[src/rtl/isa_pkg.sv]
// isa definitions for the memory and writeback slice: load ops, address widths, csr map
package isa_pkg;

  // register file and csr addressing
  localparam int GPR_ADDR_WD = 5;
  localparam int CSR_ADDR_WD = 12;

  localparam int MEM_OP_WD = 3;

  // load ops, same coding as funct3 of the rv64 loads
  localparam logic [MEM_OP_WD-1:0] MEM_OP_LB  = 3'b000;
  localparam logic [MEM_OP_WD-1:0] MEM_OP_LH  = 3'b001;
  localparam logic [MEM_OP_WD-1:0] MEM_OP_LW  = 3'b010;
  localparam logic [MEM_OP_WD-1:0] MEM_OP_LD  = 3'b011;
  localparam logic [MEM_OP_WD-1:0] MEM_OP_LBU = 3'b100;
  localparam logic [MEM_OP_WD-1:0] MEM_OP_LHU = 3'b101;
  localparam logic [MEM_OP_WD-1:0] MEM_OP_LWU = 3'b110;

  // machine mode csrs held in the csr file
  localparam logic [CSR_ADDR_WD-1:0] CSR_MSTATUS = 12'h300;
  localparam logic [CSR_ADDR_WD-1:0] CSR_MTVEC   = 12'h305;
  localparam logic [CSR_ADDR_WD-1:0] CSR_MEPC    = 12'h341;
  localparam logic [CSR_ADDR_WD-1:0] CSR_MCAUSE  = 12'h342;

endpackage

[src/rtl/pipe_pkg.sv]
// pipeline definitions: stage field group sizes and default word and sram widths
package pipe_pkg;

  // default datapath sizes, overridden from the top level
  localparam int DEF_WORD_WD      = 64;
  localparam int DEF_SRAM_DATA_WD = 64;
  localparam int DEF_SRAM_AW      = 8;   // word address, 256 lines

  // execute to memory group
  // rd, csr, gpr_wen, csr_wen, mem_ren, mem_op, csr_inst_sel
  localparam int ES_TO_MS_CTRL_WD = isa_pkg::GPR_ADDR_WD + isa_pkg::CSR_ADDR_WD + 3
                                  + isa_pkg::MEM_OP_WD + 1;
  localparam int ES_TO_MS_DATA_NUM = 3;  // csrrdata, alu_result, csr_result

  // memory to writeback group
  // gpr_wen, rd, csr_wen, csr
  localparam int MS_TO_WS_CTRL_WD = 1 + isa_pkg::GPR_ADDR_WD + 1 + isa_pkg::CSR_ADDR_WD;
  localparam int MS_TO_WS_DATA_NUM = 2;  // gpr_result, csr_result

endpackage

[src/rtl/wb_stage.sv]
// writeback stage that commits results to the general register file and the csr file
`timescale 1ns/10ps

module wb_stage #(
  parameter int WORD_WD = pipe_pkg::DEF_WORD_WD
) (
  input  logic                            i_clk,
  input  logic                            i_rst_n,
  input  logic                            i_wb_hold,         // debug halt
  input  logic                            i_ms_to_ws_valid,
  output logic                            o_ws_allowin,
  input  logic                            i_gpr_wen,
  input  logic [isa_pkg::GPR_ADDR_WD-1:0] i_rd,
  input  logic [WORD_WD-1:0]              i_gpr_result,
  input  logic                            i_csr_wen,
  input  logic [isa_pkg::CSR_ADDR_WD-1:0] i_csr,
  input  logic [WORD_WD-1:0]              i_csr_result,
  // read ports
  input  logic [isa_pkg::GPR_ADDR_WD-1:0] i_rs1_addr,
  output logic [WORD_WD-1:0]              o_rs1_data,
  input  logic [isa_pkg::CSR_ADDR_WD-1:0] i_csr_raddr,
  output logic [WORD_WD-1:0]              o_csr_rdata
);

  import isa_pkg::*;
  import pipe_pkg::*;

  localparam int GPR_NUM = 1 << GPR_ADDR_WD;

  logic                                       ws_valid;
  logic                                       ws_ready_go;
  logic                                       ms_fire;
  logic                                       ws_commit;
  logic [MS_TO_WS_CTRL_WD-1:0]                ctrl_q;
  logic [MS_TO_WS_DATA_NUM-1:0][WORD_WD-1:0]  data_q;
  logic                                       ws_gpr_wen;
  logic [GPR_ADDR_WD-1:0]                     ws_rd;
  logic                                       ws_csr_wen;
  logic [CSR_ADDR_WD-1:0]                     ws_csr;
  logic [WORD_WD-1:0]                         ws_gpr_result;
  logic [WORD_WD-1:0]                         ws_csr_result;
  logic [WORD_WD-1:0]                         gpr [GPR_NUM];
  logic [WORD_WD-1:0]                         csr_mstatus;
  logic [WORD_WD-1:0]                         csr_mtvec;
  logic [WORD_WD-1:0]                         csr_mepc;
  logic [WORD_WD-1:0]                         csr_mcause;

  assign ws_ready_go  = !i_wb_hold;
  assign o_ws_allowin = !ws_valid || ws_ready_go;  // last stage so nothing downstream
  assign ms_fire      = i_ms_to_ws_valid && o_ws_allowin;
  assign ws_commit    = ws_valid && ws_ready_go;

  always_ff @(posedge i_clk) begin
    if (!i_rst_n) begin
      ws_valid <= 1'b0;
    end else if (o_ws_allowin) begin
      ws_valid <= i_ms_to_ws_valid;
    end
  end

  always_ff @(posedge i_clk) begin
    if (!i_rst_n) begin
      ctrl_q <= '0;
    end else if (ms_fire) begin
      ctrl_q <= {i_gpr_wen, i_rd, i_csr_wen, i_csr};
    end
  end

  always_ff @(posedge i_clk) begin
    if (ms_fire) begin
      data_q <= {i_gpr_result, i_csr_result};
    end
  end

  assign {ws_gpr_wen, ws_rd, ws_csr_wen, ws_csr} = ctrl_q;
  assign {ws_gpr_result, ws_csr_result} = data_q;

  always_ff @(posedge i_clk) begin
    if (!i_rst_n) begin
      for (int i = 0; i < GPR_NUM; i++) begin
        gpr[i] <= '0;
      end
    end else if (ws_commit && ws_gpr_wen && (ws_rd != '0)) begin  // x0 stays zero
      gpr[ws_rd] <= ws_gpr_result;
    end
  end

  assign o_rs1_data = gpr[i_rs1_addr];

  always_ff @(posedge i_clk) begin
    if (!i_rst_n) begin
      csr_mstatus <= '0;
      csr_mtvec   <= '0;
      csr_mepc    <= '0;
      csr_mcause  <= '0;
    end else if (ws_commit && ws_csr_wen) begin
      case (ws_csr)
        CSR_MSTATUS: csr_mstatus <= ws_csr_result;
        CSR_MTVEC:   csr_mtvec   <= ws_csr_result;
        CSR_MEPC:    csr_mepc    <= ws_csr_result;
        CSR_MCAUSE:  csr_mcause  <= ws_csr_result;
        default:     ;  // write to an unmodelled csr is dropped
      endcase
    end
  end

  always_comb begin
    case (i_csr_raddr)
      CSR_MSTATUS: o_csr_rdata = csr_mstatus;
      CSR_MTVEC:   o_csr_rdata = csr_mtvec;
      CSR_MEPC:    o_csr_rdata = csr_mepc;
      CSR_MCAUSE:  o_csr_rdata = csr_mcause;
      default:     o_csr_rdata = '0;
    endcase
  end

endmodule

[config.mk]
export PLATFORM = sky130hd
export DESIGN_NAME = wb_stage
export DESIGN_NICKNAME = d
export VERILOG_FILES = /design/src/rtl/isa_pkg.sv /design/src/rtl/pipe_pkg.sv /design/src/rtl/wb_stage.sv
export SDC_FILE = /design/constraint.sdc
export NUM_CORES = 2
export LEC_CHECK = 0
export BUFFER_PORTS_ARGS = -buffer_cell sky130_fd_sc_hd__buf_2
export CAP_MARGIN = 20
export CORE_MARGIN = 4
export CORE_UTILIZATION = 55
export DETAILED_ROUTE_END_ITERATION = 6
export PLACE_DENSITY = 0.74
export SYNTH_ARGS = -nofsm -noshare
export SYNTH_HDL_FRONTEND = slang
export SYNTH_SLANG_ARGS = --single-unit
[constraint.sdc]
create_clock -name i_clk -period 18.7 [get_ports i_clk]
set_clock_uncertainty 0.1 [all_clocks]
set_input_delay 1.87 -clock i_clk [delete_from_list [all_inputs] [get_ports i_clk]]
set_output_delay 1.87 -clock i_clk [all_outputs]
set_load 0.005 [all_outputs]
==> results.json <==
{
  "drc": 7,
  "cts_tree": "yes",
  "cts_made_buffers": 237,
  "cp_data_required_time_ns": 16.73,
  "yosysSeqAreaShare_pct": 67.2,
  "rrSetupSlack_ns": 14.18,
  "rows": 160,
  "dr_total_vias": 65700,
  "outcome": "finished with violations",
  "antenna_found_initial": 42,
  "drive_gt1_share_pct": 18.5,
  "cp_num_buf_inv": 6,
  "grt_max_degree": 104,
  "drv_cap": 0,
  "die_y_um": 446,
  "synth_compound_area_share_pct": 4.39,
  "reg2regPathDepth": 5,
  "grt_pass1_vias": 65400,
  "setup_tns_ns": 0,
  "rsz0062_at_grt": "false",
  "cts.path.max_buffers": 3,
  "synthAdderAreaFrac_pct": 0,
  "yosys-top-cells-area": "edfxtp_1 (62%), and2_1 (12%), mux4_2 (10%), dfxtp_1 (5.2%), nand2_1 (2.1%)",
  "gp_congestion": 0.829,
  "worstSetupStartpoint": "i_rs1_addr[0]",
  "slew_headroom_pct": 15.4,
  "max_freq_mhz": 113,
  "crit_path_max_incr_delay_ns": 0.79,
  "die_w_um": 446,
  "worstPathArrival_ns": 6.85,
  "synthXorXnorAreaFrac_pct": 0,
  "r2r_start": "ws_valid",
  "setup_viol": 0,
  "cts_resized": 0,
  "gr-usage-met1_pct": 41.5,
  "hp-start": "csr_mstatus[38]",
  "failed_checks": "DRC",
  "gr-total-overflow": 0,
  "cts_setup_buffers": 0,
  "wl_um": 329000,
  "die-area_um2": 199000,
  "syn_area_um2": 105000,
  "clock-sinks": 2452,
  "place_hpwl_um": 174000,
  "synth_top_area_cell": "edfxtp_1",
  "yosysTopAreaCellShare_pct": 62.0,
  "synthDistinctLibCells": 47,
  "p_per_area_nw_per_um2": 98.3,
  "root_buffer": "clkbuf_16",
  "p_leak_nw": 41.8,
  "critPathSlowestCell": "buf_4",
  "cp-end-kind": "output pin",
  "holdWs_ns": 0.350,
  "grt_first_pass_wirelength_um": 466000,
  "top_usage_layer": "met2",
  "coreArea_um2": 190000,
  "insertion_delay_ns": 0.91,
  "synthTopCellsByCount": "edfxtp_1 (2176), and2_1 (1986), nand2_1 (579)",
  "rr_endpoint": "gpr[3][13]",
  "hold_buffers": 0,
  "first_iter_violations": 11300,
  "grt_use_total_pct": 33.0,
  "finalHoldViolCount": 0,
  "layout_min_cycle_time_ns": 8.82,
  "path_delay_family": "buffers and inverters",
  "synth_top_family_by_area": "simple AND/OR/NAND/NOR gates",
  "htreeDepth": 4,
  "use_met2_pct": 52.7,
  "worstPathCellList": "buf_8 > buf_4 > buf_4 > buf_4 > buf_4 > mux4_2 > o22ai_1 > nor4_1 > buf_2",
  "critPathMaxFanout": 65,
  "io_buffers": 296,
  "start_kind": "primary input",
  "netlist_instances": 7191,
  "path_class": "primary input to output pin",
  "ys_ff_latch": 2452,
  "irDropWorstVdd_mv": 0.0955,
  "critPathCapture": "o_rs1_data[2]",
  "synth_edf_count": 2176,
  "tightest_slew_ns": 1.26,
  "syn_avg_cell_area_um2": 14.7,
  "area_delta_synth_final_pct": 11.2,
  "hold_path.class": "flip-flop to flip-flop",
  "ant_nets": 0,
  "crit_top_cell": "buf_4",
  "clk_pin_slew_ns": 0.06,
  "synthSimpleGateAreaFrac_pct": 14.8,
  "ys.flop_type": "edfxtp_1",
  "dr.pass1.iters": 7,
  "fin_crit_sh_pct": 47.2,
  "cp.depth": 9,
  "slew_violations": 0,
  "viasPerCell": 6.55,
  "start_util_pct": 55.4,
  "io_pins": 297,
  "yosysWarnings": 0,
  "wire_per_inst_um": 32.9,
  "synth.most_common_cell": "edfxtp_1",
  "muxShareOfSynthArea_pct": 10.9,
  "gr-usage-met3_pct": 8.95,
  "ys_async_sr_fraction_pct": 0,
  "finalNetCount": 7453
}
## how the worst min path moves through the flow
stage                            endpoint  slack (ns)  cells after the start
after floorplan                 ctrl_q[7]        0.33                      2
after global placement    csr_mstatus[59]        0.34                      2
after detailed placement  csr_mstatus[30]        0.34                      2
after CTS                   csr_mtvec[11]        0.35                      2
after global routing      csr_mstatus[38]        0.36                      2
final                     csr_mstatus[38]        0.35                      2
## stage by stage
stage          instance area [um^2]  instances  util (%)  power, W  setup slack (ns)
6_report                     117000      10000      61.6    0.0115              9.88
3_3_place_gp                 109000       9545      57.5   0.00697              9.74
5_1_grt                      117000      10000      61.6    0.0118              9.41
3_5_place_dp                 110000       9552      57.6   0.00699              9.72
4_1_cts                      117000       9995      61.5    0.0115              9.72
2_1_floorplan                106000       7254         -   0.00670             10.85
## routing by layer
metal	routed length (um)	vias up
met4	20200	16
met5	109	-
met3	45900	1056
li1	-	26500
met2	155000	5254
met1	108000	32900
## cell families (layout without fill, tap and decap cells)
group / count (synthesis) / in the layout
multiplexers: 545 / 545
AND/OR/NAND/NOR: 2733 / 2733
AO/OA/AOI/OAI: 774 / 774
flip-flops: 2452 / 2452
buffers and inverters: 686 / 921
other: 1 / 87
## worst min-delay path: cells and delay by family, from the launching register on
kind            cells  cell delay (ns)
flops               1             0.31
simple gates        1             0.05
compound gates      1             0.05
## cell type report
cell class	count	area, um^2
inverters	2	22.5
repair buffers	476	3070
diodes	23	57.6
multi-input cells	4116	32600
well taps	2511	3140
clock buffers	299	6260
clock inverters	144	1200
fillers	13600	73100
flip-flops and latches	2452	70900
## flip-flops by register name, indices dropped and copies added (netlist names)
register / count
csr_mcause: 64
csr_mepc: 64
csr_mstatus: 64
csr_mtvec: 64
ctrl_q: 19
gpr: 2048
ws_csr_result: 64
ws_gpr_result: 64
ws_valid: 1
## report_power, final
group	internal [W]	total [W]	leakage (nW)	switching (W)
Clock	0.00252	0.00463	3.63	0.00210
Sequential	0.00612	0.00623	24.7	0.000108
Combinational	0.000226	0.000662	13.5	0.000436
## layout by cell type (no fill, tap or decap), types with 44 or more instances in the layout
cell type  synthesis  layout
a21oi_1          289     289
a22oi_1          147     147
and2_1          1986    1985
buf_2             75     293
buf_4             10     167
clkbuf_1         545      55
clkbuf_16          0     239
clkinv_1           0      67
clkinv_2           0      44
conb_1             1      64
dfxtp_1          276     276
edfxtp_1        2176    2176
mux2i_1           48      48
mux4_2           479     479
nand2_1          579     576
nor4_1            53      52
o21ai_1           51      51
o22ai_1          226     226
Note: power is estimated with default switching activity, not from simulation.
