## src/rtl/isa_pkg.sv

```systemverilog
// isa definitions for the memory and writeback slice: load ops, address widths, csr map
package isa_pkg;

  // register file and csr addressing
  localparam int GPR_ADDR_WD = 5;
  localparam int CSR_ADDR_WD = 12;

  localparam int MEM_OP_WD = 3;

  // load ops, same coding as funct3 of the rv64 loads
  localparam logic [MEM_OP_WD-1:0] MEM_OP_LB  = 3'b000;
  localparam logic [MEM_OP_WD-1:0] MEM_OP_LH  = 3'b001;
  localparam logic [MEM_OP_WD-1:0] MEM_OP_LW  = 3'b010;
  localparam logic [MEM_OP_WD-1:0] MEM_OP_LD  = 3'b011;
  localparam logic [MEM_OP_WD-1:0] MEM_OP_LBU = 3'b100;
  localparam logic [MEM_OP_WD-1:0] MEM_OP_LHU = 3'b101;
  localparam logic [MEM_OP_WD-1:0] MEM_OP_LWU = 3'b110;

  // machine mode csrs held in the csr file
  localparam logic [CSR_ADDR_WD-1:0] CSR_MSTATUS = 12'h300;
  localparam logic [CSR_ADDR_WD-1:0] CSR_MTVEC   = 12'h305;
  localparam logic [CSR_ADDR_WD-1:0] CSR_MEPC    = 12'h341;
  localparam logic [CSR_ADDR_WD-1:0] CSR_MCAUSE  = 12'h342;

endpackage

```

## src/rtl/pipe_pkg.sv

```systemverilog
// pipeline definitions: stage field group sizes and default word and sram widths
package pipe_pkg;

  // default datapath sizes, overridden from the top level
  localparam int DEF_WORD_WD      = 64;
  localparam int DEF_SRAM_DATA_WD = 64;
  localparam int DEF_SRAM_AW      = 8;   // word address, 256 lines

  // execute to memory group
  // rd, csr, gpr_wen, csr_wen, mem_ren, mem_op, csr_inst_sel
  localparam int ES_TO_MS_CTRL_WD = isa_pkg::GPR_ADDR_WD + isa_pkg::CSR_ADDR_WD + 3
                                  + isa_pkg::MEM_OP_WD + 1;
  localparam int ES_TO_MS_DATA_NUM = 3;  // csrrdata, alu_result, csr_result

  // memory to writeback group
  // gpr_wen, rd, csr_wen, csr
  localparam int MS_TO_WS_CTRL_WD = 1 + isa_pkg::GPR_ADDR_WD + 1 + isa_pkg::CSR_ADDR_WD;
  localparam int MS_TO_WS_DATA_NUM = 2;  // gpr_result, csr_result

endpackage

```

## src/rtl/lsu_load.sv

```systemverilog
// load formatter, picks the addressed bytes out of an sram line and extends them
`timescale 1ns/10ps

module lsu_load #(
  parameter int WORD_WD      = pipe_pkg::DEF_WORD_WD,
  parameter int SRAM_DATA_WD = pipe_pkg::DEF_SRAM_DATA_WD
) (
  input  logic [2:0]                    i_raddr_align,     // low address bits
  input  logic [SRAM_DATA_WD-1:0]       i_data_sram_rdata,
  input  logic                          i_mem_ren,
  input  logic [isa_pkg::MEM_OP_WD-1:0] i_mem_op,
  output logic [WORD_WD-1:0]            o_rdata
);

  import isa_pkg::*;

  logic [SRAM_DATA_WD-1:0] line_shift;

  assign line_shift = i_data_sram_rdata >> {i_raddr_align, 3'b000};  // addressed byte to bit 0

  always_comb begin
    o_rdata = '0;
    if (i_mem_ren) begin
      case (i_mem_op)
        MEM_OP_LB:  o_rdata = {{(WORD_WD-8){line_shift[7]}}, line_shift[7:0]};
        MEM_OP_LH:  o_rdata = {{(WORD_WD-16){line_shift[15]}}, line_shift[15:0]};
        MEM_OP_LW:  o_rdata = {{(WORD_WD-32){line_shift[31]}}, line_shift[31:0]};
        MEM_OP_LD:  o_rdata = line_shift[WORD_WD-1:0];
        MEM_OP_LBU: o_rdata = {{(WORD_WD-8){1'b0}}, line_shift[7:0]};
        MEM_OP_LHU: o_rdata = {{(WORD_WD-16){1'b0}}, line_shift[15:0]};
        MEM_OP_LWU: o_rdata = {{(WORD_WD-32){1'b0}}, line_shift[31:0]};
        default:    o_rdata = '0;  // 3'b111 is no load
      endcase
    end
  end

  // no trap path here, so the execute side must only issue aligned accesses
  always_comb begin
    if (i_mem_ren) begin
      assert #0 (!((i_mem_op == MEM_OP_LH || i_mem_op == MEM_OP_LHU)
                   && i_raddr_align[0] != 1'b0))
        else $error("lsu_load: misaligned half load, offset %0d", i_raddr_align);
      assert #0 (!((i_mem_op == MEM_OP_LW || i_mem_op == MEM_OP_LWU)
                   && i_raddr_align[1:0] != 2'b00))
        else $error("lsu_load: misaligned word load, offset %0d", i_raddr_align);
    end
  end

endmodule

```

## src/rtl/mem_stage.sv

```systemverilog
// memory stage that latches execute fields, formats load data and selects the register result
`timescale 1ns/10ps

module mem_stage #(
  parameter int WORD_WD      = pipe_pkg::DEF_WORD_WD,
  parameter int SRAM_DATA_WD = pipe_pkg::DEF_SRAM_DATA_WD
) (
  input  logic                            i_clk,
  input  logic                            i_rst_n,
  // allowin
  input  logic                            i_ws_allowin,
  output logic                            o_ms_allowin,
  // from execute
  input  logic                            i_es_valid,
  input  logic [isa_pkg::GPR_ADDR_WD-1:0] i_rd,
  input  logic [isa_pkg::CSR_ADDR_WD-1:0] i_csr,
  input  logic                            i_gpr_wen,
  input  logic                            i_csr_wen,
  input  logic                            i_mem_ren,
  input  logic [isa_pkg::MEM_OP_WD-1:0]   i_mem_op,
  input  logic                            i_csr_inst_sel,   // csr read value to rd
  input  logic [WORD_WD-1:0]              i_csrrdata,
  input  logic [WORD_WD-1:0]              i_alu_result,
  input  logic [WORD_WD-1:0]              i_csr_result,
  // to writeback
  output logic                            o_ms_to_ws_valid,
  output logic                            o_gpr_wen,
  output logic [isa_pkg::GPR_ADDR_WD-1:0] o_rd,
  output logic [WORD_WD-1:0]              o_gpr_result,
  output logic                            o_csr_wen,
  output logic [isa_pkg::CSR_ADDR_WD-1:0] o_csr,
  output logic [WORD_WD-1:0]              o_csr_result,
  // from data sram
  input  logic [SRAM_DATA_WD-1:0]         i_data_sram_rdata
);

  import isa_pkg::*;
  import pipe_pkg::*;

  logic                                       ms_valid;
  logic                                       es_fire;
  logic [ES_TO_MS_CTRL_WD-1:0]                ctrl_q;
  logic [ES_TO_MS_DATA_NUM-1:0][WORD_WD-1:0]  data_q;

  logic [GPR_ADDR_WD-1:0] ms_rd;
  logic [CSR_ADDR_WD-1:0] ms_csr;
  logic                   ms_gpr_wen;
  logic                   ms_csr_wen;
  logic                   ms_mem_ren;
  logic [MEM_OP_WD-1:0]   ms_mem_op;
  logic                   ms_csr_inst_sel;
  logic [WORD_WD-1:0]     ms_csrrdata;
  logic [WORD_WD-1:0]     ms_alu_result;
  logic [WORD_WD-1:0]     ms_csr_result;
  logic [WORD_WD-1:0]     load_rdata;

  assign o_ms_allowin     = !ms_valid || i_ws_allowin;
  assign o_ms_to_ws_valid = ms_valid;  // sram line is already there
  assign es_fire          = i_es_valid && o_ms_allowin;

  always_ff @(posedge i_clk) begin
    if (!i_rst_n) begin
      ms_valid <= 1'b0;
    end else if (o_ms_allowin) begin
      ms_valid <= i_es_valid;
    end
  end

  always_ff @(posedge i_clk) begin
    if (!i_rst_n) begin
      ctrl_q <= '0;
    end else if (es_fire) begin
      ctrl_q <= {i_rd, i_csr, i_gpr_wen, i_csr_wen, i_mem_ren, i_mem_op, i_csr_inst_sel};
    end
  end

  always_ff @(posedge i_clk) begin
    if (es_fire) begin
      data_q <= {i_csrrdata, i_alu_result, i_csr_result};
    end
  end

  assign {ms_rd, ms_csr, ms_gpr_wen, ms_csr_wen, ms_mem_ren, ms_mem_op, ms_csr_inst_sel} = ctrl_q;
  assign {ms_csrrdata, ms_alu_result, ms_csr_result} = data_q;

  lsu_load #(
    .WORD_WD           (WORD_WD),
    .SRAM_DATA_WD      (SRAM_DATA_WD)
  ) u_lsu_load (
    .i_raddr_align     (ms_alu_result[2:0]),  // alu result is the load address
    .i_data_sram_rdata (i_data_sram_rdata),
    .i_mem_ren         (ms_mem_ren),
    .i_mem_op          (ms_mem_op),
    .o_rdata           (load_rdata)
  );

  assign o_gpr_result = ms_mem_ren ? load_rdata
                      : (ms_csr_inst_sel ? ms_csrrdata : ms_alu_result);
  assign o_gpr_wen    = ms_gpr_wen;
  assign o_rd         = ms_rd;
  assign o_csr_wen    = ms_csr_wen;
  assign o_csr        = ms_csr;
  assign o_csr_result = ms_csr_result;

  // a held instruction keeps its fields and its load line from the sram
  assert property (@(posedge i_clk) disable iff (!i_rst_n)
    (ms_valid && !i_ws_allowin)
      |=> ($stable(ctrl_q) && $stable(data_q) && $stable(o_gpr_result)))
    else $error("mem_stage: held instruction changed");

endmodule

```

## config.mk

```make
export PLATFORM = sky130hd
export DESIGN_NAME = mem_stage
export DESIGN_NICKNAME = d
export VERILOG_FILES = /design/src/rtl/isa_pkg.sv /design/src/rtl/pipe_pkg.sv /design/src/rtl/lsu_load.sv /design/src/rtl/mem_stage.sv
export SDC_FILE = /design/constraint.sdc
export NUM_CORES = 1
export LEC_CHECK = 0
export ABC_CLOCK_PERIOD_IN_PS = 23300
export BUFFER_PORTS_ARGS = -buffer_cell sky130_fd_sc_hd__buf_2
export CORE_AREA = 8 8 163 165
export CTS_CLUSTER_SIZE = 10
export DETAILED_ROUTE_END_ITERATION = 6
export DIE_AREA = 0 0 171 173
export GPL_TIMING_DRIVEN = 1
export PLACE_DENSITY = 0.73
export SLEW_MARGIN = 0
export SYNTH_ARGS = -nofsm -noshare
export SYNTH_HDL_FRONTEND = slang
export SYNTH_SLANG_ARGS = --single-unit
```

## constraint.sdc

```tcl
create_clock -name i_clk -period 23.3 [get_ports i_clk]
set_clock_uncertainty 0.05 [all_clocks]
set_input_delay 4.66 -clock i_clk [delete_from_list [all_inputs] [get_ports i_clk]]
set_output_delay 4.66 -clock i_clk [all_outputs]
set_load 0.1 [all_outputs]
```

==> flow_summary_export.csv <==
group,metric,value,unit
outcome,status,"finished clean",
synth,synth.avg_cell_area,12.8,sq um
synth,ys.flop_type,"edfxtp_1",
synth,netlist_area,10300,sq um
synth,synth-simple-area-share,8.96,%
synth,ys_seq_area_share,61.1,%
cells_and_area,drive_above_1_share,44.2,%
timing,fmax,81.9,MHz
cts,clkSlewWorstSetupHoldPaths,0.05,ns
floorplanning,ios,433,
placement,place_area,12500,sq um
cells_and_area,fin_nets,1483,
synth,synth_top_area_share,56.2,%
critical_path,startpoint_type,"primary input",
synth,ys_async_sr_fraction,0,%
cts,cts.path.max_buffers,3,
synth,synth-adder-area-share,0,%
global_route,grt.overflow.total,0,
synth,yosys_register_bits,217,
cts,cts_tree,"built",
timing,worst_pin_slew,1.11,ns
floorplanning,core-area,24000,sq um
timing,holdWs,0.410,ns
timing,hold_viol,0,
power,p_leak,0.00546,uW
global_route,grt_pass1_wl,52200,um
timing,setup_viol,0,
synth,syn-instance-count,804,
cells_and_area,final_cell_mix,"buf_2 (432), edfxtp_1 (192), mux2i_1 (101)",
synth,synth_compound_area_share,13.1,%
placement,dp.cells,1495,
cts,clock_latency,0.52,ns
floorplanning,die_y,173,um
synth,synth_xor_area_share,0,%
worst_hold_path,hold_path_class,"reg2reg",
worst_hold_path,worstHoldStart,"ctrl_q[11]",
cts,postCtsSetupBuffers,0,
floorplanning,rows,57,
critical_path,crit_type,"in2out",
global_route,antenna_found_initial,23,
critical_path,worst_path_largest_cell_delay,0.74,ns
power,total_power,1170,uW
timing,fin_setup_tns,0,ns
synth,synth.area.mux_share,13.1,%
cts,cts-htree-levels,1,
placement,dpl.hpwl,27600,um
critical_path,cp_max_fo,24,
drt,ant_nets,0,
drt,drt_iter0_drc,554,
critical_path,critPathMostFrequentCell,"buf_2",
drt,vias_per_cell,5.28,
global_route,globalRouteTotalUtil,23.4,%
drt,remaining_drc_errors,0,
floorplanning,die_area,29600,sq um
cts,root_buffer,"clkbuf_16",
synth,yosys_warnings,0,
critical_path,endpoint_kind,"primary output",
floorplanning,dieWidth,171,um
critical_path,cp_cell_sequence,"buf_2, mux2_1, mux4_2, and3_4, a311oi_4, buf_4, a21oi_1, buf_2",
critical_path,required,18.59,ns
drt,routed_wl,36300,um
cells_and_area,fin_area,13400,sq um
critical_path,arrival,7.51,ns
synth,yosysUniqueCellTypes,46,
critical_path,timing.rr.start,"o_ms_to_ws_valid",
global_route,grt_pass1_vias,8511,
timing,min_period_over_period,52.4,%
timing,min_period,12.22,ns
power,ir_drop,0.0000767,V
synth,synth_edf_count,192,
cells_and_area,instances_no_fill,1558,
synth,yosys.area.top_type,"edfxtp_1",
cells_and_area,layout_commonest_cell,"buf_2",
drt,vias,8224,
synth,synth_top_family_by_area,"compound AO/OA/AOI/OAI gates",
cts,cts.sinks,217,
global_route,grt_max_degree,126,
timing,rsz0062_at_grt,"false",
floorplanning,start_util,42.8,%
cts,post_cts_resize_count,0,
cts,hold_buffers,0,
drt,drt-pass1-iter-count,7,
synth,ys_top_cells_by_area,"edfxtp_1 (56%), mux2i_1 (9.9%), dfxtp_1 (4.9%)",
power,powerDensity,87.3,nW/um^2
cells_and_area,nFillCells,2051,
cells_and_area,syn_to_final_growth,30.4,%
synth,synth_nets,1088,
placement,port_buffers,432,
run,drv_cap,0,
critical_path,cp_slowest_cell,"a311oi_4",
timing,maxSlewHeadroom,25.9,%
placement,gp_congestion,0.881,
cts,numCtsBuffers,26,
timing,drv_slew,0,
drt,routedWlPerCell,23.3,um
critical_path,crit_path_start,"i_data_sram_rdata[39]",
cell type report:
type | count | area (sq um) | share of cell area, %
sequential | 217 | 6270 | 46.9
multi-input combinational | 510 | 3610 | 27.0
timing repair buffer | 441 | 2230 | 16.7
clock buffer | 46 | 766 | 5.72
tap | 324 | 405 | 3.03
antenna | 15 | 37.5 | 0.281
clock inverter | 2 | 35.0 | 0.262
inverter | 3 | 18.8 | 0.140
worst paths after layout:
| path | slack (ns) | cells after the start | end |
|---|---|---|---|
| max | 11.08 | 8 | o_gpr_result[62] |
| min | 0.41 | 2 | ctrl_q[11] |
| max reg2reg | 19.96 | 4 | o_csr_result[42] |
| min reg2reg | 0.41 | 2 | ctrl_q[11] |
stage by stage:
stage	setup slack, ns	utilization, %
final	11.08	55.8
after global routing	11.02	55.8
after CTS	11.11	55.7
after detailed placement	11.12	52.3
after global placement	11.17	52.3
after floorplan	11.30	-
worst max-delay path: cells and delay by family:
family	cells	cell delay, ns
multiplexers	2	0.81
buffers and inverters	3	0.90
AND/OR/NAND/NOR	1	0.22
AO/OA/AOI/OAI	2	0.86
Yosys cell counts, types with 2 or more instances:
cell type,n
a21oi_1,43
buf_2,7
buf_4,17
nor2b_1,19
o22ai_1,16
o21ai_0,8
a211oi_1,28
edfxtp_1,192
mux2_2,11
clkbuf_1,39
a32oi_1,8
nand2_1,68
nand2b_1,17
o221ai_1,15
mux2i_1,101
nand3b_1,7
inv_1,2
nor3_1,2
or2_2,7
a31oi_1,7
nor2_1,71
a21oi_2,30
nand3_1,2
dfxtp_1,25
a21boi_0,25
buf_1,7
mux4_2,8
buf_6,4
sequential cells by signal, indices dropped and copies added (netlist names):
register,count
ms_alu_result,64
o_csr_result,64
ms_csrrdata,64
ctrl_q,24
o_ms_to_ws_valid,1
power breakdown:
part           switching [uW]  total, uW  internal (uW)
Sequential               8.32        459            450
Combinational             266        334           67.9
Clock                     154        376            222
cells by family after synthesis:
family	count (synthesis)
flip-flops	217
AND/OR/NAND/NOR	200
AO/OA/AOI/OAI	188
multiplexers	122
buffers and inverters	77
metal layers:
metal / global-route usage (%) / part of all wire (%) / up-vias
met1: 26.8 / 38 / 3892
li1: - / - / 3826
met2: 39.3 / 49 / 385
met3: 7.86 / 8.9 / 103
met5: 0 / 0.30 / -
met4: 9.97 / 4.1 / 18
Power figures use the tool's default switching activity.
